**src/source/register_file.sv**
```systemverilog
// 32 x 32-bit general purpose registers, two async read ports and one write port for the cpu
`timescale 1ns/1ps
`default_nettype none

module register_file (
  input  logic        clk,
  input  logic        reset,
  input  logic [4:0]  read_reg_a,   // rs
  input  logic [4:0]  read_reg_b,   // rt
  input  logic [4:0]  write_reg,
  input  logic [31:0] write_data,
  input  logic        write_enable, // exec edge only
  output logic [31:0] read_data_a,
  output logic [31:0] read_data_b,
  output logic [31:0] register_v0   // r2 tap for the testbench
);

  logic [31:0] regs [32];

  always_ff @(posedge clk) begin
    if (reset) begin
      for (int i = 0; i < 32; i++) begin
        regs[i] <= 32'd0;
      end
    end else if (write_enable && write_reg != 5'd0) begin  // r0 never written
      regs[write_reg] <= write_data;
    end
  end

  assign read_data_a = regs[read_reg_a];
  assign read_data_b = regs[read_reg_b];
  assign register_v0 = regs[2];

  // holds across every writeback, including ones aimed at r0
  a_r0_zero: assert property (@(posedge clk) disable iff (reset) regs[0] == 32'd0)
    else $error("register_file: r0 not zero");

endmodule

`default_nettype wire

```
**config.mk**
```make
export PLATFORM = sky130hd
export DESIGN_NAME = register_file
export DESIGN_NICKNAME = d
export VERILOG_FILES = /design/src/source/register_file.sv
export SDC_FILE = /design/constraint.sdc
export NUM_CORES = 2
export LEC_CHECK = 0
export BUFFER_PORTS_ARGS = -buffer_cell sky130_fd_sc_hd__buf_2
export CORE_AREA = 2 2 339 341
export DETAILED_ROUTE_END_ITERATION = 12
export DIE_AREA = 0 0 341 343
export HOLD_SLACK_MARGIN = 0.02
export PLACE_DENSITY = 0.66
export REMOVE_ABC_BUFFERS = 1
export SYNTH_ARGS = -nofsm -noshare
export SYNTH_HDL_FRONTEND = slang
export SYNTH_SLANG_ARGS = --single-unit
```
**constraint.sdc**
```tcl
create_clock -name clk -period 5.7 [get_ports clk]
set_clock_uncertainty 0.1 [all_clocks]
set_input_delay 0.57 -clock clk [delete_from_list [all_inputs] [get_ports clk]]
set_output_delay 0.57 -clock clk [all_outputs]
set_load 0.005 [all_outputs]
```
==> Yosys cells after proc, flatten, opt, wreduce, memory -nomap -nowiden <==
Memories as Yosys holds them, arrays and structs flattened.
Index checks and enable logic that the tools add are counted.
{ "op_classes": {"reduce_logical": 3, "muxes": 8} }
{ "ops": {"columns": ["cell", "count"], "rows": [
  ["two-way mux 32 bit", 1],
  ["OR reduction 32 bit", 1],
  ["two-way mux 1 bit", 6],
  ["two-way mux 5 bit", 1],
  ["nonzero test 5 bit", 1],
  ["logical AND 1 bit", 1]
]} }
{ "word_totals": {"out_inout_bits": 96, "input_bits": 50, "mem_bits_rw": 1024, "word_cells": 12, "mem_count": 1, "reg_bits": 0} }
{ "mem_list": {"columns": ["memory", "words", "width", "read_ports", "rd_clocked_by_memory_dff", "write_ports", "line_no", "source"], "rows": [
  ["regs", 32, 32, 3, 0, 32, "18", "logic [31:0] regs [32];"]
]} }

==> Logic depth before layout (Yosys ltp) <==
{ "logic_depth": {"depth_word": 7, "ltp_mapped": 8, "depth_no_buf": 5} }

==> Least setup slack after synthesis <==
No wires, ideal clock.
{ "synth_timing": {"path_kind": "in2out", "startpoint": "in read_reg_a[1]", "endpoint": "out read_data_a[25]", "cell_stages": 8, "t_required_ns": 5.030, "arrival_time_ns": 1.669, "setup_slack_ns": 3.361, "n_path_buf": 4, "cell_sequence": "buf_4 buf_6 buf_6 buf_6 mux2i_1 a22oi_1 a31oi_1 nand3_1"} }
{ "synth_between": {"elab_chain_cells": 1} }
{ "synth_lines": {"columns": ["element", "line_no", "source"], "rows": [
  ["start, declared", "8", "input logic [4:0] read_reg_a,"],
  ["memory read (32 x 32 bit)", null, null],
  ["end, declared", "13", "output logic [31:0] read_data_a,"]
]} }
Every way passes these cells.

==> Worst setup path in the final report <==
{ "layout_timing": {"startpoint": "in read_reg_a[0]", "endpoint": "out read_data_a[18]"} }
The elaborated chain is that of the path after synthesis.

==> run summary <==
Final Hold Viols - 0
clk sinks - 1,024
number of placement rows - 124
total grt overflow - 0
GRT Util Overall - 0.314
DR pass1 iterations - 5
Peak Freq - 0.252 GHz
Worst Hold Launch - reset
Synth Flop Type - edfxtp_1
VDD IR max - 271 µV
Post-synth EDFFs - 1,024
HP Class - in2reg
total CTS buffers - 111
PostCTS Resize Cnt - 0
Power Dens Cells - 296 nW/µm²
Buf/Inv on CP - 3
sequential fraction of the synthesis area - 0.548
status - completed
nets@finish - 4,634
Rel. slew slack - 0.163
Post-Syn Instances - 4,605
H-tree depth - 3
die area - 117,000 µm²
initial antenna violation count - 10
area delta synth->final - 9.52%
post-CTS setup buffer count - 0
Setup WS pre-CTS - 1760 ps
Yosys Warn Count - 0
setup ws final - 1730 ps
share of layout cells above drive strength 1 - 0.109
synthesized area per cell - 12.2 µm²
top cell type's share of synthesized area - 0.548
Yosys cell types - 30
PortBufs - 145
vias - 39,100
Final ANT Viol Nets - 0
sink of the worst hold path - regs[0][1]
# setup viols final - 0
Worst path max stage delay - 870 ps
Commonest cells post-synth - edfxtp_1 (1,024), mux2i_1 (1,024), and2_1 (994)
CP delay by family, top - simple AND/OR/NAND/NOR gates
DRC Markers - 0
Max Cap Viol - 0
post-synthesis async set-or-reset flop share - 0
Initial Util - 0.495
Final min period - 3970 ps
CP most frequent cell - buf_2
die height - 343 µm
Crit Path Max Fanout - 20
worst path cell trace - buf_2 -> nor2_4 -> buf_4 -> nand2_1 -> a31oi_1 -> nand3_1 -> buf_2
Max Slew Vio Count - 0
vias in the first global route - 38,300
synth top area cells - edfxtp_1 (55%), mux2i_1 (18%), and2_1 (11%)
I/O Pins - 146
CTS tree - built
global-route wire length before repair - 267,000 µm
hpwl dp - 108,000 µm
CP Capture Type - output port
critical path class - in2out
CORE AREA - 113,000 µm²
Largest Register - regs
area leader, netlist - edfxtp_1
worst hold path depth - 1
CTS clk-pin slew, worst paths - 60 ps
# hold bufs at CTS - 0
Die W - 341 µm
largest net degree at the start of global routing - 93
Worst Tran Pin Value - 1260 ps
gpl congestion - 0.887
RSZ-0062 raised after global routing - no
Root Buffer - clkbuf_16
part of the cycle the worst path needs - 0.696
1st-iter DRT viols - 4,908
Slowest-stage cell, CP - nor2_4
wire length per cell - 30.3 µm
Yosys reg bits - 1,024
Setup crit start kind - primary input
Critical Path RT - 5030 ps
crit path DAT - 3300 ps
Fillers - 9,525
CTS Buffer Depth - 3
P_leak - 0.0241 µW
Routed WL - 188,000 µm
Hold WS - 233 ps
max FFs per register - 1,024
drt via density - 6.32
Largest regs - regs (1024)
Post-Syn Area - 56,100 µm²
## worst max-delay path by stage
stage	to	cells past startpoint	slack (ps)	startpoint
detailed placement	regs[4][27]	5	1760	reset
finish	read_data_a[18]	7	1730	read_reg_a[0]
global route	read_data_a[21]	7	1820	read_reg_a[0]
global placement	regs[20][7]	5	1800	reset
CTS	read_data_a[18]	7	1840	read_reg_a[0]
floorplan	read_data_a[0]	4	-460	read_reg_a[2]
## cell usage in the layout (no fill, tap or decap), drive strengths merged
master / synthesis / routed
mux2i: 1024 / 1024
nand2: 196 / 196
and2: 994 / 994
a31oi: 64 / 64
conb: 1 / 32
clkbuf: 264 / 143
nor2: 35 / 35
bufinv: 0 / 9
nor3: 64 / 64
edfxtp: 1024 / 1024
buf: 182 / 281
a22o: 128 / 128
nand3: 194 / 194
clkinvlp: 0 / 2
nor2b: 5 / 5
diode: 0 / 1
nand3b: 4 / 4
clkinv: 0 / 50
a22oi: 192 / 192
a21oi: 192 / 192
or2: 33 / 33
nand2b: 5 / 5
or3: 2 / 2
or3b: 2 / 2
inv: 0 / 2
## through the flow
step                      utilization  power (µW)  instances  TNS [ps]  instance area, µm²
after floorplan                     -       10100       4190    -29140               53800
after global placement          0.511       11100       5983         0               58000
after detailed placement        0.511       11200       5983         0               58000
after CTS                       0.542       18200       6189         0               61500
after global routing            0.542       18600       6189         0               61500
final                           0.542       18200       6190         0               61500
## logic make-up (layout without fill, tap and decap cells)
| logic type | Yosys count | count (layout) | synth area share |
|---|---|---|---|
| other | 1 | 33 | 0.0000668 |
| buffers and inverters | 446 | 487 | 0.0429 |
| and+or+nand+nor | 1534 | 1534 | 0.157 |
| muxes | 1024 | 1024 | 0.183 |
| AOI/OAI and AO/OA | 576 | 576 | 0.0699 |
| DFF | 1024 | 1024 | 0.548 |
## report_power, final
group / switching, µW / leakage [µW] / internal, µW
registers: 231 / 0.00975 / 8710
logic: 1430 / 0.0127 / 722
clock network: 3050 / 0.00171 / 4050
total: 4710 / 0.0241 / 13500
## layout make-up
cell class / count / area, µm² / share of cell area
timing repair buffer: 281 / 2080 / 0.0338
clock buffer: 143 / 2960 / 0.0482
clock inverter: 63 / 536 / 0.00871
sequential: 1024 / 30700 / 0.500
tap: 1512 / 1890 / 0.0308
multi-input combinational: 3166 / 23300 / 0.378
antenna: 1 / 2.50 / 0.0000407
## routing by layer
metal / part of all wire / vias up / global-route usage / wire length, µm
met2: 0.45 / 2105 / 0.488 / 84400
met4: 0.045 / 4 / 0.134 / 8380
met1: 0.41 / 19800 / 0.435 / 77400
met3: 0.094 / 372 / 0.0580 / 17700
met5: 0.000090 / - / 0 / 17
li1: - / 16800 / - / -
No activity file was read; power rests on OpenSTA's default activity.
