`config.mk`:
```
export PLATFORM = sky130hd
export DESIGN_NAME = hi_lo_unit
export DESIGN_NICKNAME = d
export VERILOG_FILES = /design/src/source/hi_lo_unit.sv
export SDC_FILE = /design/constraint.sdc
export NUM_CORES = 2
export LEC_CHECK = 0
export ABC_CLOCK_PERIOD_IN_PS = 22000
export BUFFER_PORTS_ARGS = -buffer_cell sky130_fd_sc_hd__buf_2
export CORE_MARGIN = 2
export CORE_UTILIZATION = 50
export DETAILED_ROUTE_END_ITERATION = 8
export PLACE_DENSITY = 0.67
export SETUP_SLACK_MARGIN = 0.3
export SLEW_MARGIN = 20
export SYNTH_ARGS = -nofsm -noshare
export SYNTH_HDL_FRONTEND = slang
export SYNTH_SLANG_ARGS = --single-unit
export TNS_END_PERCENT = 10
```
`constraint.sdc`:
```
create_clock -name clk -period 22 [get_ports clk]
set_clock_uncertainty 0.1 [all_clocks]
set_input_delay 1.1 -clock clk [delete_from_list [all_inputs] [get_ports clk]]
set_output_delay 1.1 -clock clk [all_outputs]
set_load 0.02 [all_outputs]
```
`src/source/hi_lo_unit.sv`:
```
// hi and lo registers of the cpu, loaded by mult/multu products or by mthi and mtlo
`timescale 1ns/1ps
`default_nettype none

module hi_lo_unit (
  input  logic        clk,
  input  logic        reset,
  input  logic        hi_wren,
  input  logic        lo_wren,
  input  logic        multdiv,      // load the product into both halves
  input  logic        signed_mult,  // mult rather than multu
  input  logic [31:0] a,            // rs, also the mthi/mtlo source
  input  logic [31:0] b,            // rt
  output logic [31:0] hi,
  output logic [31:0] lo
);

  logic [63:0] a_ext, b_ext, product;

  // low 64 bits of the extended product give the signed or unsigned result
  assign a_ext   = {{32{signed_mult & a[31]}}, a};
  assign b_ext   = {{32{signed_mult & b[31]}}, b};
  assign product = a_ext * b_ext;

  always_ff @(posedge clk) begin
    if (reset) begin
      hi <= 32'd0;
      lo <= 32'd0;
    end else if (multdiv) begin
      hi <= product[63:32];
      lo <= product[31:0];
    end else begin
      if (hi_wren) hi <= a;  // mthi
      if (lo_wren) lo <= a;  // mtlo
    end
  end

  // decode must pair a multiply with both enables
  a_mult_wren: assert property (@(posedge clk) disable iff (reset)
    multdiv |-> (hi_wren && lo_wren))
    else $error("hi_lo_unit: multiply without both write enables");

endmodule

`default_nettype wire

```
# Yosys cells after proc, flatten, opt, wreduce, memory -nomap -nowiden
# Cells that the tools add are included.
[totals]
regBits = 64
latchBits = 0
ram_bits = 0
romBits = 0
input_bits = 70
out_inout_bits = 64
elab_cells = 11
mem_count = 0
[op_classes]
n_addsub = 0
multipliers = 1
div_mod_pow = 0
n_lt_le_gt_ge = 0
n_eq_ne = 0
n_shift = 0
n_mux = 4
bitwise = 2
n_reduce_logical = 2
[ops]
columns = ["operator", "n"]
rows = [
  ["32-bit two-way mux", 4],
  ["33-bit by 33-bit multiplier with 64-bit output", 1],
  ["2-bit nonzero test", 2],
  ["1-bit bitwise AND", 2],
]

# Longest topological paths before layout
[logic_depth]
depth_word = 3
depth_mapped = 30
ltp_nobuf = 27

# Worst setup path after synthesis
# Ideal clock, no wire load.
[synth_path]
path_type = "input -> register"
startpoint = "in a[31]"
endpoint = "reg hi[31]"
setup_ps = 136
arrival_ps = 8510
required_time_ps = 21764
slack_ps = 13254
path_stages = 26
n_path_buf = 2
cell_sequence = "clkbuf_1 > and2_1 > clkbuf_1 > nand2_1 > inv_1 > fa_1 > inv_1 > fa_1 > inv_1 > fa_1 > inv_1 > fa_1 > fa_1 > fa_1 > fa_1 > fa_1 > inv_1 > ha_1 > a21o_1 > a21o_1 > a21oi_1 > o21ai_0 > a221o_1 > a221oi_2 > xnor2_1 > a211oi_2"
[synth_between]
elab_chain_len = 3
word_cells_on_any_way = 4
classes_between = "mul: 1; mux: 2; bitwise: 1"
[synth_lines]
columns = ["element", "line", "source"]
rows = [
  ["from (decl)", "12", "input logic [31:0] a,"],
  ["1-bit bitwise AND", "21", "assign a_ext = {{32{signed_mult & a[31]}}, a};"],
  ["33-bit by 33-bit multiplier with 64-bit output", "23", "assign product = a_ext * b_ext;"],
  ["32-bit two-way mux (*)", "29", "end else if (multdiv) begin"],
  ["to (signal assigned)", "30", "hi <= product[63:32];"],
  ["to (decl)", "14", "output logic [31:0] hi,"],
]
# Every way passes the cells marked *; elsewhere a longest branch is shown, timed or not. The select of a mux whose other input is x is not followed.
# A chain may end at the register's enable or synchronous reset.

# Final worst setup path
[layout_path]
startpoint = "in a[31]"
endpoint = "reg hi[28]"
[layout_between]
elab_chain_len = 3
[layout_lines]
columns = ["element", "line"]
rows = [
  ["1-bit bitwise AND", "21"],
  ["33-bit by 33-bit multiplier with 64-bit output (*)", "23"],
  ["32-bit two-way mux (*)", "29"],
]
# Every way passes the cells marked *; elsewhere a longest branch is shown, timed or not.

==> impl_metrics.yaml <==
run_status:
  outcome: "complete, no violations"
place:
  gp_congestion: 0.8991
  dp_hpwl_um: 84030
  io_buffer_count: 133
grt:
  global_route.overflow_total: 0
  grt_pass1_vias: 31980
  grt_pass1_wl_um: 174200
  grt_antenna_before_repair: 4
  grt_start_max_net_pins: 101
  grt_usage_pct: 26.82
cts:
  numCtsBuffers: 9
  clock_sink_count: 64
  clock_tree.buffer_depth: 2
  htree_levels: 3
  clk-insertion-delay-late_ps: 330
  cts_root_buffer: "clkbuf_16"
  cts_tree: "yes"
  postCtsHoldBufs: 0
  clk_pin_slew_worst_paths_ps: 60
  post_cts_resized: 0
  post-cts-setup-buffer-count: 0
floorplanning:
  initial_utilization_pct: 50.59
  ios: 134
  die-area_um2: 83920
  dieHeight_um: 289.7
  coreArea_um2: 80680
  die-width_um: 289.7
  std_cell_rows: 104
setup_path:
  timing.reg2reg.setup_slack_ps: 20870
  cp-start-kind: "primary input"
  critical_path.most_common_cell: "fa_1"
  critical_path.top_delay_family: "adder cells"
  timing.critical_path.slowest_stage_cell: "fa_1"
  worst-setup-path-type: "in -> reg"
  critPathBufInv: 9
  worst_ep_required_time_ps: 22110
  critPathMaxStageDelay_ps: 900
  worstPathArrival_ps: 9770
  timing.critical_path.fanout_max: 53
  worst_setup_path_end_kind: "flip-flop"
route:
  vias: 29420
  drc: 0
  post_drt_via_cell_ratio: 5.380
  drt_iter0_drc: 1886
  drt_pass1_iterations: 5
  routed_wirelength_um: 105200
  final_antenna_net_count: 0
  avgRoutedWirePerCell_um: 19.25
timing:
  max_clock_freq_mhz: 103.6
  min_period_over_period_pct: 43.89
  max_slew_margin_pct: 28.38
  setup_tns_ps: 0
  hold_violations: 0
  setup-violations-final: 0
  min_clock_period_post_route_ps: 9656
  worst-slew-pin-transition_ps: 1074
  drv_slew: 0
  unrepaired_setup_endpoints_after_global_routing: "no"
synth:
  dominantRegCellSynth: "dfxtp_1"
  share_of_the_yosys_chip_area_belonging_to_registers_pct: 3.139
  synthesis.yosys.warnings: 0
  synth-compound-area-share_pct: 5.319
  ys_seq_elements: 64
  post_synth_xor_area_fraction_pct: 1.524
  synth_enable_flop_cells: 0
  synth_nets: 5900
  synth.distinct_cells: 74
  synthAdderAreaFrac_pct: 61.68
  mappedNetlistArea_um2: 40810
  synth_top_family_by_area: "adder cells"
  syn-mean-instance-area_um2: 9.083
  netlist_instances: 4493
  synth.mux.area_fraction_pct: 0.6408
  basic_gate_share_of_the_synthesized_area_counting_and_or_nand_and_nor_cells_pct: 14.76
  synthArstFlopShare_pct: 0
finish:
  layout_cell_share_with_drive_strength_beyond_1_pct: 5.311
  syn2layout_area_growth_pct: 3.906
  fillers: 7488
  register_area_um2: 1281
  finish.net_count: 5808
  multi_input_comb_area_um2: 34250
flow_run:
  number_of_max_cap_violations: 0
hold_path:
  hold_path.class: "reg -> reg"
==> metrics by stage <==
| step | worst slack, ps | hold WS, ps | instance area [µm²] | util, % | cells |
|---|---|---|---|---|---|
| floorplan | 13250 | 511.7 | 40810 | - | 4493 |
| global placement | 12280 | 379.9 | 42070 | 52.15 | 5450 |
| detailed placement | 12100 | 397.2 | 42070 | 52.15 | 5450 |
| CTS | 12410 | 411.1 | 42400 | 52.56 | 5466 |
| global route | 11860 | 438.4 | 42400 | 52.56 | 5467 |
| finish | 12340 | 412.5 | 42410 | 52.56 | 5468 |
==> synthesized netlist by cell type (41+ instances only) <==
cell type | count | share of area (%)
a211oi_1 | 77 | 1.4
a21oi_1 | 69 | 0.85
and2_1 | 350 | 5.4
clkbuf_1 | 273 | 2.5
dfxtp_1 | 64 | 3.1
fa_1 | 1125 | 55
ha_1 | 212 | 6.5
inv_1 | 1126 | 10
nand2_1 | 738 | 6.8
nor2_1 | 77 | 0.71
nor2b_1 | 41 | 0.63
xnor2_1 | 45 | 0.97
==> kinds of logic (layout without fill, tap and decap cells) <==
| kind of cell | Yosys count | in the layout |
|---|---|---|
| xor+xnor | 71 | 71 |
| fa+ha+maj | 1337 | 1337 |
| compound gates | 300 | 300 |
| mux | 26 | 26 |
| buf+inv | 1405 | 1318 |
| flops | 64 | 64 |
| other cells | 0 | 2 |
| simple gates | 1290 | 1290 |
==> path summary, 6_finish.rpt <==
check                          start                   to  depth (start not counted)
setup / recovery               a[31]  hi[28]$_SDFFE_PP0P_                         26
hold / removal    lo[0]$_SDFFE_PP0P_   lo[0]$_SDFFE_PP0P_                          2
hold reg to reg   lo[0]$_SDFFE_PP0P_   lo[0]$_SDFFE_PP0P_                          2
setup reg to reg  hi[7]$_SDFFE_PP0P_   hi[7]$_SDFFE_PP0P_                          3
==> area by class of cell <==
cell class	instances	share of cell area, %
multi-input cells	3024	80.77
diodes	2	0.01180
inverters	1126	9.967
repair buffers	176	2.331
clock inverters	7	0.2419
well taps	1060	3.128
flip-flops and latches	64	3.021
clock buffers	9	0.5311
==> worst register-to-register path: stages (launching register included) <==
cell      delay [ps]
dfxtp_1          350
nor2b_1          150
a211oi_1         280
a211oi_1          90
==> state kept, by name (all words and copies together), names as in the netlist <==
register  cells
hi           32
lo           32
==> cells in the final DEF, fill, tap and decap left out, types with 6 or more instances in the layout <==
cell and n:
o21a_1 6, fa_1 1125, nor2_1 77, xor2_1 26, a21o_1 31, xnor2_1 45
o211ai_1 7, or2_2 12, buf_2 133, dfxtp_1 64, o21bai_1 7, a21oi_1 69
o21ai_0 26, nand2_1 738, nand4_1 14, nand3_1 11, nor3_1 7, ha_1 212
and3_1 23, o21ai_1 8, buf_4 43, a211oi_1 77, o22ai_1 10, mux2i_1 25
and2_1 350, nor2b_1 41, clkbuf_16 9, inv_1 1126
==> layer usage <==
layer | GRT usage [%] | part of all wire, % | vias to the layer above
li1 | - | - | 12730
met1 | 34.30 | 38 | 15540
met2 | 47.69 | 52 | 967
met3 | 2.637 | 5.6 | 188
met4 | 9.179 | 3.9 | 0
met5 | 0 | 0 | -
Power is left out: the tool's default activity adds up to more than one toggle a clock period on the data nets, which glitch-free logic cannot reach.
