===== src/source/mips_pkg.sv =====
// shared encodings and constants for the multicycle mips cpu, referenced by scope from every file
`default_nettype none

package mips_pkg;

  localparam logic [31:0] reset_vector = 32'hbfc0_0000; // first fetch after reset
  localparam logic [4:0]  link_reg     = 5'd31;         // ra, written by jal and the al branches

  // primary opcodes, instr[31:26]
  typedef enum logic [5:0] {
    op_special = 6'd0,
    op_regimm  = 6'd1,  // bltz/bgez family, selected by b code
    op_j       = 6'd2,
    op_jal     = 6'd3,
    op_beq     = 6'd4,
    op_bne     = 6'd5,
    op_blez    = 6'd6,
    op_bgtz    = 6'd7,
    op_addiu   = 6'd9,
    op_slti    = 6'd10,
    op_sltiu   = 6'd11,
    op_andi    = 6'd12,
    op_ori     = 6'd13,
    op_xori    = 6'd14,
    op_lui     = 6'd15,
    op_lb      = 6'd32,
    op_lh      = 6'd33,
    op_lw      = 6'd35,
    op_lbu     = 6'd36,
    op_lhu     = 6'd37,
    op_sb      = 6'd40,
    op_sh      = 6'd41,
    op_sw      = 6'd43
  } opcode_t;

  // special function codes, instr[5:0]
  typedef enum logic [5:0] {
    fn_sll   = 6'd0,  fn_srl   = 6'd2,  fn_sra  = 6'd3,
    fn_sllv  = 6'd4,  fn_srlv  = 6'd6,  fn_srav = 6'd7,
    fn_jr    = 6'd8,  fn_jalr  = 6'd9,
    fn_mfhi  = 6'd16, fn_mthi  = 6'd17, fn_mflo = 6'd18, fn_mtlo = 6'd19,
    fn_mult  = 6'd24, fn_multu = 6'd25,
    fn_add   = 6'd32, fn_addu  = 6'd33, fn_sub  = 6'd34, fn_subu = 6'd35,  // no overflow traps
    fn_and   = 6'd36, fn_or    = 6'd37, fn_xor  = 6'd38, fn_nor  = 6'd39,
    fn_slt   = 6'd42, fn_sltu  = 6'd43
  } funct_t;

  // regimm b codes, instr[20:16]
  typedef enum logic [4:0] {
    rt_bltz   = 5'd0,
    rt_bgez   = 5'd1,
    rt_bltzal = 5'd16,
    rt_bgezal = 5'd17
  } regimm_t;

  typedef enum logic [1:0] {
    st_fetch = 2'd0,  // instruction read, holds on waitrequest
    st_load  = 2'd1,  // decode and register read
    st_mem   = 2'd2,  // data access, holds on waitrequest
    st_exec  = 2'd3   // writeback and pc update
  } cpu_state_t;

  // alu operation classes
  typedef enum logic [1:0] {
    alu_addr   = 2'd0,  // base plus offset
    alu_branch = 2'd1,  // subtract for beq/bne compare
    alu_rtype  = 2'd2,  // op from function code
    alu_itype  = 2'd3   // op from opcode
  } alu_op_t;

endpackage

`default_nettype wire


===== src/source/control.sv =====
// combinational decoder turning the cpu state and instruction fields into bus and datapath controls
`timescale 1ns/1ps
`default_nettype none

module control (
  input  logic                 reset,
  input  logic [5:0]           opcode,           // instr[31:26]
  input  logic [5:0]           function_code,    // instr[5:0]
  input  logic [4:0]           b_code,           // instr[20:16]
  input  mips_pkg::cpu_state_t state,
  input  logic [1:0]           byte_addressing,  // low bits of the data address
  output logic                 read,
  output logic                 write,
  output logic [2:0]           write_data_sel,   // 0 word, 1-4 byte lane 0-3, 5-6 low/high half
  output logic [3:0]           byteenable,
  output logic [1:0]           rd_select,        // 0 rt, 1 rd, 2 ra
  output logic                 reg_write_enable,
  output logic [2:0]           datamem_to_reg,   // 0 alu, 1 lw, 2 lb, 3 lbu, 4 lh, 5 lhu
  output logic                 link_to_reg,
  output logic                 mfhi,
  output logic                 mflo,
  output logic                 hi_wren,
  output logic                 lo_wren,
  output logic                 multdiv,
  output logic                 imdt_sel,         // zero extend for andi, ori, xori
  output logic                 alu_src,          // 1 picks the immediate
  output mips_pkg::alu_op_t    alu_op,
  output logic                 branch,
  output logic                 jump,
  output logic                 jumpreg
);

  always_comb begin
    // idle defaults; alu_addr with the immediate is the address calculation
    read             = 1'b0;
    write            = 1'b0;
    write_data_sel   = 3'd0;
    byteenable       = 4'b1111;
    rd_select        = 2'd0;
    reg_write_enable = 1'b0;
    datamem_to_reg   = 3'd0;
    link_to_reg      = 1'b0;
    mfhi             = 1'b0;
    mflo             = 1'b0;
    hi_wren          = 1'b0;
    lo_wren          = 1'b0;
    multdiv          = 1'b0;
    imdt_sel         = 1'b0;
    alu_src          = 1'b1;
    alu_op           = mips_pkg::alu_addr;
    branch           = 1'b0;
    jump             = 1'b0;
    jumpreg          = 1'b0;

    case (state)
      mips_pkg::st_fetch: read = 1'b1;  // word at pc

      // load only decodes, instruction already latched so bus stays idle

      mips_pkg::st_mem: begin
        case (opcode)
          mips_pkg::op_sb: begin
            write          = 1'b1;
            byteenable     = 4'b0001 << byte_addressing;    // one lane
            write_data_sel = {1'b0, byte_addressing} + 3'd1;
          end
          mips_pkg::op_sh: begin
            write          = 1'b1;
            byteenable     = byte_addressing[1] ? 4'b1100 : 4'b0011;
            write_data_sel = byte_addressing[1] ? 3'd6 : 3'd5;
          end
          mips_pkg::op_sw: write = 1'b1;
          mips_pkg::op_lb, mips_pkg::op_lh, mips_pkg::op_lw,
          mips_pkg::op_lbu, mips_pkg::op_lhu: read = 1'b1;
          default: ;  // no access, mem passes in one cycle
        endcase
      end

      mips_pkg::st_exec: begin
        case (opcode)
          mips_pkg::op_special: begin
            rd_select = 2'd1;
            alu_src   = 1'b0;
            alu_op    = mips_pkg::alu_rtype;
            case (function_code)
              mips_pkg::fn_jr:   jumpreg = 1'b1;
              mips_pkg::fn_jalr: begin
                jumpreg          = 1'b1;
                link_to_reg      = 1'b1;
                reg_write_enable = 1'b1;
              end
              mips_pkg::fn_mthi: hi_wren = 1'b1;
              mips_pkg::fn_mtlo: lo_wren = 1'b1;
              mips_pkg::fn_mult, mips_pkg::fn_multu: begin
                multdiv = 1'b1;   // product fills both halves
                hi_wren = 1'b1;
                lo_wren = 1'b1;
              end
              mips_pkg::fn_mfhi: begin
                mfhi             = 1'b1;
                reg_write_enable = 1'b1;
              end
              mips_pkg::fn_mflo: begin
                mflo             = 1'b1;
                reg_write_enable = 1'b1;
              end
              default: reg_write_enable = 1'b1;  // alu r-type into rd
            endcase
          end
          mips_pkg::op_regimm: begin
            branch = 1'b1;
            if (b_code == mips_pkg::rt_bltzal || b_code == mips_pkg::rt_bgezal) begin
              rd_select        = 2'd2;  // link written taken or not
              link_to_reg      = 1'b1;
              reg_write_enable = 1'b1;
            end
          end
          mips_pkg::op_j:   jump = 1'b1;
          mips_pkg::op_jal: begin
            jump             = 1'b1;
            rd_select        = 2'd2;
            link_to_reg      = 1'b1;
            reg_write_enable = 1'b1;
          end
          mips_pkg::op_beq, mips_pkg::op_bne: begin
            branch  = 1'b1;
            alu_src = 1'b0;
            alu_op  = mips_pkg::alu_branch;  // zero flag compares rs and rt
          end
          mips_pkg::op_blez, mips_pkg::op_bgtz: branch = 1'b1;
          mips_pkg::op_addiu, mips_pkg::op_slti, mips_pkg::op_sltiu, mips_pkg::op_lui: begin
            alu_op           = mips_pkg::alu_itype;
            reg_write_enable = 1'b1;
          end
          mips_pkg::op_andi, mips_pkg::op_ori, mips_pkg::op_xori: begin
            alu_op           = mips_pkg::alu_itype;
            imdt_sel         = 1'b1;
            reg_write_enable = 1'b1;
          end
          // loads keep alu_addr so the low address bits pick the lane again
          mips_pkg::op_lw: begin
            datamem_to_reg   = 3'd1;
            reg_write_enable = 1'b1;
          end
          mips_pkg::op_lb: begin
            datamem_to_reg   = 3'd2;
            reg_write_enable = 1'b1;
          end
          mips_pkg::op_lbu: begin
            datamem_to_reg   = 3'd3;
            reg_write_enable = 1'b1;
          end
          mips_pkg::op_lh: begin
            datamem_to_reg   = 3'd4;
            reg_write_enable = 1'b1;
          end
          mips_pkg::op_lhu: begin
            datamem_to_reg   = 3'd5;
            reg_write_enable = 1'b1;
          end
          default: ;  // stores finished in mem
        endcase
      end

      default: ;
    endcase
  end

  // no opcode and state pair may drive both strobes
  always_comb begin
    if (!reset) begin
      assert (!(read && write)) else $error("control: read and write both high");
    end
  end

endmodule

`default_nettype wire


===== config.mk =====
export PLATFORM = sky130hd
export DESIGN_NAME = control
export DESIGN_NICKNAME = d
export VERILOG_FILES = /design/src/source/mips_pkg.sv /design/src/source/control.sv
export SDC_FILE = /design/constraint.sdc
export NUM_CORES = 1
export LEC_CHECK = 0
export BUFFER_PORTS_ARGS = -buffer_cell sky130_fd_sc_hd__buf_2
export CORE_MARGIN = 2
export CORE_UTILIZATION = 35
export DETAILED_ROUTE_END_ITERATION = 16
export PLACE_DENSITY = 0.82
export SYNTH_ARGS = -nofsm -noshare
export SYNTH_HDL_FRONTEND = slang
export SYNTH_SLANG_ARGS = --single-unit
export TNS_END_PERCENT = 1

===== constraint.sdc =====
create_clock -name vclk -period 0.8
set_input_delay 0 -clock vclk [all_inputs]
set_output_delay 0 -clock vclk [all_outputs]
set_load 0.03 [all_outputs]

**Word level (Yosys, flattened, before mapping)**

Cells that the tools add are included.

- Flip-flop bits (word level): 0
- Input bits: 22
- Output and inout bits: 28
- Logic and storage cells: 103

- $add $sub $neg: 1
- Equal/unequal tests: 34
- Shift operators: 1
- Multiplexer cells: 50
- Reduce and logical (&&, ||, !) cells: 17

Operators with widths:

| cell | number |
|---|---|
| == test 6 x 4 -> 1 bit (second input constant) | 9 |
| == test 6 bit (second input constant) | 8 |
| == test 6 x 5 -> 1 bit (second input constant) | 6 |
| two-way mux 1 bit | 34 |
| == test 6 x 3 -> 1 bit (second input constant) | 4 |
| case mux 3 bit (5 select lines) | 1 |
| OR reduction 3 bit | 5 |
| OR reduction 5 bit | 3 |
| OR reduction 13 bit | 1 |
| == test 6 x 2 -> 1 bit (second input constant) | 2 |
| case mux 2 bit (3 select lines) | 2 |
| == test 5 bit (second input constant) | 2 |
| two-way mux 2 bit | 4 |
| two-way mux 4 bit | 2 |
| case mux 4 bit (2 select lines) | 1 |
| OR reduction 2 bit | 4 |
| OR reduction 7 bit | 1 |
| == test 6 x 1 -> 1 bit (second input constant) | 1 |
| zero test 6 bit | 1 |
| two-way mux 3 bit | 2 |
| case mux 1 bit (3 select lines) | 2 |
| case mux 3 bit (2 select lines) | 1 |
| == test 2 bit (second input constant) | 2 |
| << shifter 1 x 2 -> 4 bit (first input constant) | 1 |
| other kinds (4) | 4 |

**Depth between registers and ports, before layout**

Gate-level depths: netlist (run 1).

- Word-level depth: 5
- Mapped depth: 5
- Depth with buffers taken out: 4

**Least setup slack after synthesis (run 1)**

Ideal clock, no wire load.

- Path type: in2out
- Start: input port opcode[1]
- End: output port mfhi
- Arrival time: 1.462 ns
- Data required time: 0.800 ns
- Path slack: -0.662 ns
- Cell stages on the path: 4
- Buffers on the path: 0
- Cell sequence: nor3_2 > nor3b_4 > nand3_2 > nor4_2

- Longest elaborated chain between the ends: 3

Ends and longest elaborated chain:

| element | RTL line | RTL |
|---|---|---|
| from (decl) | control.sv:7 | `input logic [5:0] opcode,` |
| zero test 6 bit | control.sv:80 | `case (opcode)` |
| two-way mux 1 bit | control.sv:80 |  |
| two-way mux 1 bit | control.sv:55 | `case (state)` |
| to (decl) | control.sv:20 | `output logic mfhi,` |

No other way between the ends.

**Worst setup path after layout (run 1)**

- Start: input port opcode[0]
- End: output port write_data_sel[1]

- Longest elaborated chain between the ends: 3
- Elaborated cells on any way between the ends: 4
- Those cells by class: eq/ne: 2; mux: 2

Ends and longest elaborated chain:

| element | RTL line | RTL |
|---|---|---|
| == test 6 bit | control.sv:61 | `case (opcode)` |
| case mux 3 bit (2 select lines) * | control.sv:61 |  |
| two-way mux 3 bit * | control.sv:55 |  |
| to (decl) | control.sv:14 | `output logic [2:0] write_data_sel,` |

Mark *: on every way between the ends. The rest lies on a longest branch, timed or not.

==> results of run 1 <==
-- stage by stage --
step                      TNS, ns  cell area (um2)  power (mW)  instances  util [%]
after floorplan             -8.00              542       0.141         80         -
after global placement      -6.14              983       0.321        166      73.7
after detailed placement    -7.35              983       0.336        166      73.7
after CTS                   -7.69             1040       0.354        167      77.9
after global routing        -9.35             1200       0.437        169      89.8
final                       -8.02             1200       0.417        169      89.8
-- kinds of logic after synthesis --
group	Yosys count
XOR/XNOR	1
AND/OR/NAND/NOR	43
adder cells (fa/ha/maj)	4
multiplexers	1
buffers and inverters	11
AO/OA/AOI/OAI	20
-- per-layer routing --
layer	part of all wire (%)	GRT usage, %	routed length [um]	vias to the layer above
li1	-	-	-	432
met1	35	27.3	1010	439
met2	52	49.2	1480	66
met3	7.2	0.862	205	16
met4	5.8	3.75	167	0
met5	0	0	0	-
-- cells in the mapped netlist --
| library cell | instances |
|---|---|
| ha_1 | 4 |
| nor4b_1 | 1 |
| nand4bb_4 | 1 |
| a21oi_1 | 5 |
| and2_1 | 1 |
| clkbuf_1 | 2 |
| xnor2_1 | 1 |
| o21ai_0 | 4 |
| a21boi_0 | 2 |
| nor2_1 | 10 |
| mux2_2 | 1 |
| nor3_2 | 3 |
| nand4bb_1 | 1 |
| nor3_1 | 3 |
| o22ai_1 | 1 |
| inv_1 | 8 |
| nor2b_1 | 1 |
| or3_1 | 2 |
| a211o_1 | 1 |
| nand2b_1 | 3 |
| o21ai_1 | 3 |
| nand4b_1 | 2 |
| nor3b_4 | 1 |
| nor4_2 | 1 |
| buf_2 | 1 |
| nand3_2 | 1 |
| a21boi_1 | 1 |
| nand2_1 | 12 |
| a211oi_1 | 3 |
-- power by group --
| part | leakage, nW | total, mW | switching [mW] | internal (mW) |
|---|---|---|---|---|
| sequential | 0 | 0 | 0 | 0 |
| clock | 0 | 0 | 0 | 0 |
| combinational | 0.582 | 0.417 | 0.230 | 0.187 |
-- tightest hold or removal path: stages --
cell and delay [ns]:
buf_2 0.14, a21oi_1 0.05, clkbuf_4 0.18
-- worst max path at each step --
stage,endpoint,slack (ns),cells past startpoint
4_1_cts,link_to_reg,-0.39,6
3_3_place_gp,hi_wren,-0.37,6
5_1_grt,link_to_reg,-0.49,6
6_report,write_data_sel[1],-0.43,7
3_5_place_dp,mfhi,-0.42,6
2_1_floorplan,mfhi,-0.55,4
-- what timing repair did --
action                                 in CTS  in global routing
hold buffers                                0                  0
resized for setup                          10                 49
setup buffers                               1                  2
pin swaps                                   4                  6
setup endpoints to repair                  28                 28
endpoints found under the hold margin       0                  0
-- final cells by class --
cell class | instances | share of cell area (%)
multi-input cells | 69 | 50.1
repair buffers | 77 | 45.9
inverters | 8 | 2.51
well taps | 15 | 1.57
==> impl_metrics.ini, run 1 <==
[synthesis]
synth_area_per_cell_um2 = 6.38
synth_area_leader_cell = ha_1
synth_area_leaders = ha_1, nand2_1, nor2_1
synth_seq_area_share_pct = 0
synth_top_area_share_pct = 9.80
synthAdderAreaFrac_pct = 9.80
yosys.area_share.simple_pct = 54.4
synthesis.instances = 80
yosysWarnings = 0
synth_top_family_by_area = simple AND/OR/NAND/NOR gates
synth-compound-area-share_pct = 23.5
synth_mux_area_share_pct = 2.21
synthesis.nets = 106
synth_area_um2 = 510
ys_types = 29
synth_xor_area_share_pct = 1.72

[power_and_ir_drop]
vdd_ir_drop_max_v = 0.000259
cellPowerDensity_mw_per_mm2 = 348
leakage_nw = 0.582

[setup_path]
cpPeakStageDelay_ns = 0.24
crit_family = buffers and inverters
critPathLaunchType = input port
crit_slowest_cell = a21boi_0
cp_max_fo = 11
path_buf_inv = 5
crit_path_end_kind = output port
crit_arrival_ns = 1.23
required_ns = 0.80
crit_type = in -> out
startpoint = opcode[0]
crit_chain = buf_2 > buf_4 > buf_4 > inv_1 > nand2_1 > a21boi_0 > buf_2

[hold_path]
hold_depth = 3
whs_endpoint = read
hp-start = state[0]
hold_class = in -> out

[flow_run]
max_cap_violations = 0

[layout]
finalNetCount = 182
fill_cells = 58
diodes = 0
syn_to_final_growth_pct = 135
seqCellArea_um2 = 0
mostFrequentLayoutCells = buf_4, buf_2, nand2_1
layout_commonest_cell = buf_4
num-clock-buffers = 0
drive_gt1_share_pct = 68.2
nFlopsAndLatches = 0
multi_input_area_um2 = 599

[drt]
dr.pass1.iters = 4
route.detailed.drc = 0
drt_iter0_drc = 15
viasPerCell = 5.64
wire_per_inst_um = 17.0
postRouteAntennaNets = 0
num_vias = 953
totalWireLength_mm = 2.87

[sta]
setup_viol = 28
maxSlewViolCount = 0
hold_viol_final = 0
rsz0062_at_grt = yes
min_period_ns = 1.23
fmax_mhz = 816
worstMarginPinSlew_ns = 0.328
final.setup.worst_slack_ns = -0.426
relSlewSlack_pct = 78.1
holdWs_ns = 0.367
period_share_pct = 153

[floorplan]
ioPinCount = 50
die_w_um = 42.2
die_y_um = 42.2
dieArea_mm2 = 0.00178
core_mm2 = 0.00133
row_count = 13
start_util_pct = 38.3

[placed_design]
place.gp.congestion = 0.820
dp_hpwl_mm = 1.73
io_buffers = 48
pre_cts_ws_ns = -0.417

[global_route]
grt_overflow = 0
grt_first_pass_wirelength_mm = 3.53
grt_use_total_pct = 24.1
antenna_found_initial = 0
grt_pass1_vias = 826
grt_start_max_net_pins = 12

[run_status]
violations = setup timing
outcome = finished with violations
Power figures use the tool's default switching activity.
==> inputs of run 2 (changes only) <==
REMOVE_ABC_BUFFERS = 1   (was unset)
==> run 2 against run 1 <==
The run still ends with setup timing left. Maximum frequency down 5.6%. Via count up 13%. Clock-buffer cell count unchanged. First-iteration DRC count rose to 3.2 times the previous value. Wire length up 31%. Global-route usage up 11 points. Core utilization up 2.9 points. Design area up 3.2%. Power up 8.8%. Flip-flop and latch count unchanged. Worst hold slack worse by 0.067 ns. Critical endpoint is now multdiv.
==> impl_metrics.ini, run 2 (synthesized netlist as in run 1, its figures left out) <==
[run_status]
outcome = finished with violations
violations = setup timing

[drt]
dr.pass1.iters = 4
wire_per_inst_um = 22.0
drt_iter0_drc = 48
viasPerCell = 6.29
totalWireLength_mm = 3.77
route.detailed.drc = 0
num_vias = 1076
postRouteAntennaNets = 0

[setup_path]
crit_path_end_kind = output port
cp_max_fo = 3
crit_type = in -> out
crit_arrival_ns = 1.30
critPathLaunchType = input port
required_ns = 0.80

[power_and_ir_drop]
vdd_ir_drop_max_v = 0.000272
leakage_nw = 0.609
cellPowerDensity_mw_per_mm2 = 367
total_power_uw = 453

[floorplan]
die_w_um = 42.2
dieArea_mm2 = 0.00178
start_util_pct = 38.3
die_y_um = 42.2
core_mm2 = 0.00133
ioPinCount = 50
row_count = 13

[layout]
mostFrequentLayoutCells = buf_4, buf_2, buf_6
diodes = 0
nFlopsAndLatches = 0
final_cells = 171
drive_gt1_share_pct = 67.3
layout_commonest_cell = buf_4
seqCellArea_um2 = 0
syn_to_final_growth_pct = 142
finalNetCount = 184
num-clock-buffers = 0

[placed_design]
pre_cts_ws_ns = -0.383
dp_hpwl_mm = 1.80
place.gp.congestion = 0.809
io_buffers = 48
dp_cells = 165

[global_route]
grt_start_max_net_pins = 10
antenna_found_initial = 0
grt_overflow = 0
grt_use_total_pct = 35.1
grt_pass1_vias = 976
grt_first_pass_wirelength_mm = 4.85

[hold_path]
hold_class = in -> out

[sta]
fmax_mhz = 770
rsz0062_at_grt = yes
setup_viol = 28
period_share_pct = 162
worstMarginPinSlew_ns = 0.413
maxSlewViolCount = 0
min_period_ns = 1.30
holdWs_ns = 0.301
final.setup.worst_slack_ns = -0.499
tns_ns = -8.31
relSlewSlack_pct = 72.4
hold_viol_final = 0

[flow_run]
max_cap_violations = 0
## run 2: final cells by class
class	instances	area (um2)
well taps	15	18.8
inverters	8	30.0
repair buffers	79	617
multi-input cells	69	571
fillers	53	97.6
## run 2: worst paths after layout
| kind | start | end | slack (ns) | cells past startpoint |
|---|---|---|---|---|
| max | opcode[1] | multdiv | -0.50 | 6 |
| min | state[0] | read | 0.30 | 3 |
## run 2: critical path, cell delays in order
cell and delay (ns):
buf_2 0.13, nor3_4 0.20, nor3b_4 0.27, nand4b_1 0.26, nor2_1 0.23, buf_4 0.20
## run 2: report_power, final
part	internal [mW]	leakage (nW)	switching, mW
Sequential	0	0	0
Combinational	0.200	0.609	0.253
Clock	0	0	0
## run 2: repair_timing
| item | CTS | global route |
|---|---|---|
| gates resized for setup | 53 | 21 |
| pin swaps | 8 | 10 |
| buffers inserted | 2 | 4 |
| cloned | 0 | 0 |
| setup endpoints to repair | 28 | 28 |
| hold buffers | 0 | 0 |
## run 2: routing by layer
layer / GRT usage (%) / share of wire [%] / up-vias
li1: - / - / 435
met1: 41.1 / 34 / 491
met2: 66.2 / 49 / 114
met3: 2.16 / 9.0 / 36
met4: 11.9 / 8.2 / 0
met5: 0 / 0 / -
## run 2: per-stage QoR
stage | utilization, % | cell area (um2)
finish | 92.7 | 1240
global route | 92.7 | 1240
CTS | 84.9 | 1130
detailed placement | 70.8 | 945
global placement | 70.8 | 945
floorplan | - | 498
==> inputs of run 3 (changes only) <==
CORE_UTILIZATION = 38   (was 35)
PLACE_DENSITY = 0.85   (was 0.82)
clock period = 1.35 ns   (was 0.8 ns; I/O delays follow)
==> run 3 against run 2 <==
The flow now finishes without violations. Worst setup slack improved by 0.65 ns. Non-clock buffer count is 28 lower. Power fell by 66%. Design area fell by 36%. Flip-flop and latch count unchanged. Core utilization is 32 points lower. Clock-buffer cell count unchanged. Critical path type unchanged. Critical endpoint is now write_data_sel[0]. Highest routed layer unchanged.
==> impl_metrics.ini, run 3 (synthesized netlist as in run 1, its figures left out) <==
[layout]
num-clock-buffers = 0
drive_gt1_share_pct = 46.1
fin_util_pct = 61.1
finalNetCount = 156
fill_cells = 126
multi_input_area_um2 = 474
layout_commonest_cell = buf_2
diodes = 0
seqCellArea_um2 = 0
nFlopsAndLatches = 0
syn_to_final_growth_pct = 53.9
mostFrequentLayoutCells = buf_2, nand2_1, nor2_1

[sta]
maxSlewViolCount = 0
rsz0062_at_grt = no
setup_viol = 0
hold_viol_final = 0
fmax_mhz = 837
relSlewSlack_pct = 82.0
period_share_pct = 88.5
worstMarginPinSlew_ns = 0.267
min_period_ns = 1.19

[power_and_ir_drop]
switching_share_pct = 60.5
cellPowerDensity_mw_per_mm2 = 194
leakage_nw = 0.419
seqPwrFrac_pct = 0
total_power_uw = 152
p_clk_share_pct = 0
internal-power_uw = 60.0
p_sw_uw = 92.1
power_frac_comb_pct = 100.0
vdd_ir_drop_max_v = 0.000137

[setup_path]
crit_path_end_kind = output port
critPathLaunchType = input port
required_ns = 1.35
path_buf_inv = 2
crit_top_cell = buf_2
crit_family = simple AND/OR/NAND/NOR gates
crit_arrival_ns = 1.19
cp_max_fo = 8
crit_chain = buf_2 > nand4bb_1 > nor3_4 > and2_1 > a21boi_1 > buf_2
crit_type = in -> out
cpPeakStageDelay_ns = 0.26
crit_slowest_cell = nand4bb_1

[drt]
route.detailed.drc = 0
num_vias = 734
dr.pass1.iters = 5
viasPerCell = 5.13
postRouteAntennaNets = 0
drt_iter0_drc = 21
totalWireLength_mm = 1.58
wire_per_inst_um = 11.1

[floorplan]
core_mm2 = 0.00128
start_util_pct = 39.7
die_w_um = 40.7
row_count = 13
dieArea_mm2 = 0.00165
die_y_um = 40.7
ioPinCount = 50

[placed_design]
place.gp.congestion = 0.785
io_buffers = 48
dp_hpwl_mm = 1.32

[global_route]
grt_pass1_vias = 461
use_met2_pct = 25.8
grt_overflow = 0
met1_usage_pct = 27.3
antenna_found_initial = 0
grt-busiest-layer = met1
grt_start_max_net_pins = 12
grt_first_pass_wirelength_mm = 2.02
grt_use_total_pct = 17.2
use_met3_pct = 0

[hold_path]
hp-start = function_code[4]
whs_endpoint = jumpreg
hold_class = in -> out
hold_depth = 3

[clock_tree]
post-cts-setup-buffers = 0

[run_status]
outcome = complete, no violations

[flow_run]
max_cap_violations = 0
## run 3: changes by cell type in the layout (fill, tap and decap cells not counted), sizes merged
cell and delta:
buf -28
## run 3: worst max-delay path by stage
stage              start                 to  slack, ns  depth (start not counted)
6_report       opcode[2]  write_data_sel[0]       0.16                          6
4_1_cts        opcode[2]  write_data_sel[0]       0.13                          6
5_1_grt        opcode[2]  write_data_sel[0]      0.009                          6
2_1_floorplan  opcode[1]               mfhi      -0.11                          4
3_3_place_gp   opcode[4]               mfhi       0.20                          6
3_5_place_dp   opcode[2]  write_data_sel[0]       0.15                          6
## run 3: worst min-delay path, cell delays in order
cell and delay (ns):
buf_2 0.12, nor2_1 0.05, buf_2 0.17
## run 3: final cells by class
type	count	share of cell area, %
tap	15	2.39
inverter	8	3.82
multi-input combinational	69	60.4
timing repair buffer	51	33.4
## run 3: power groups by stage
stage          clock [mW]  combinational [mW]  sequential, mW
6_report                0               0.152               0
2_1_floorplan           0              0.0705               0
3_3_place_gp            0               0.144               0
3_5_place_dp            0               0.149               0
4_1_cts                 0               0.150               0
5_1_grt                 0               0.167               0
## run 3: routing by layer
metal	vias to the layer above	wire (um)
li1	378	-
met4	0	16
met2	36	715
met1	318	730
met5	-	0
met3	2	123
## run 3: what timing repair did
| item | 4_1_cts | 5_1_grt |
|---|---|---|
| endpoints found under the hold margin | 0 | 0 |
| hold buffers | 0 | 0 |
| endpoints found under the setup margin | 0 | 1 |
| resized for setup | 0 | 1 |
## run 3: metrics by stage
step / hold slack (ns) / setup TNS [ns] / worst slack, ns / area (um2) / instances
6_report: 0.331 / 0 / 0.155 / 786 / 143
5_1_grt: 0.352 / 0 / 0.00852 / 786 / 143
4_1_cts: 0.332 / 0 / 0.132 / 779 / 143
3_5_place_dp: 0.332 / 0 / 0.147 / 779 / 143
3_3_place_gp: 0.313 / 0 / 0.199 / 779 / 143
2_1_floorplan: 0.0548 / -0.187 / -0.112 / 498 / 77
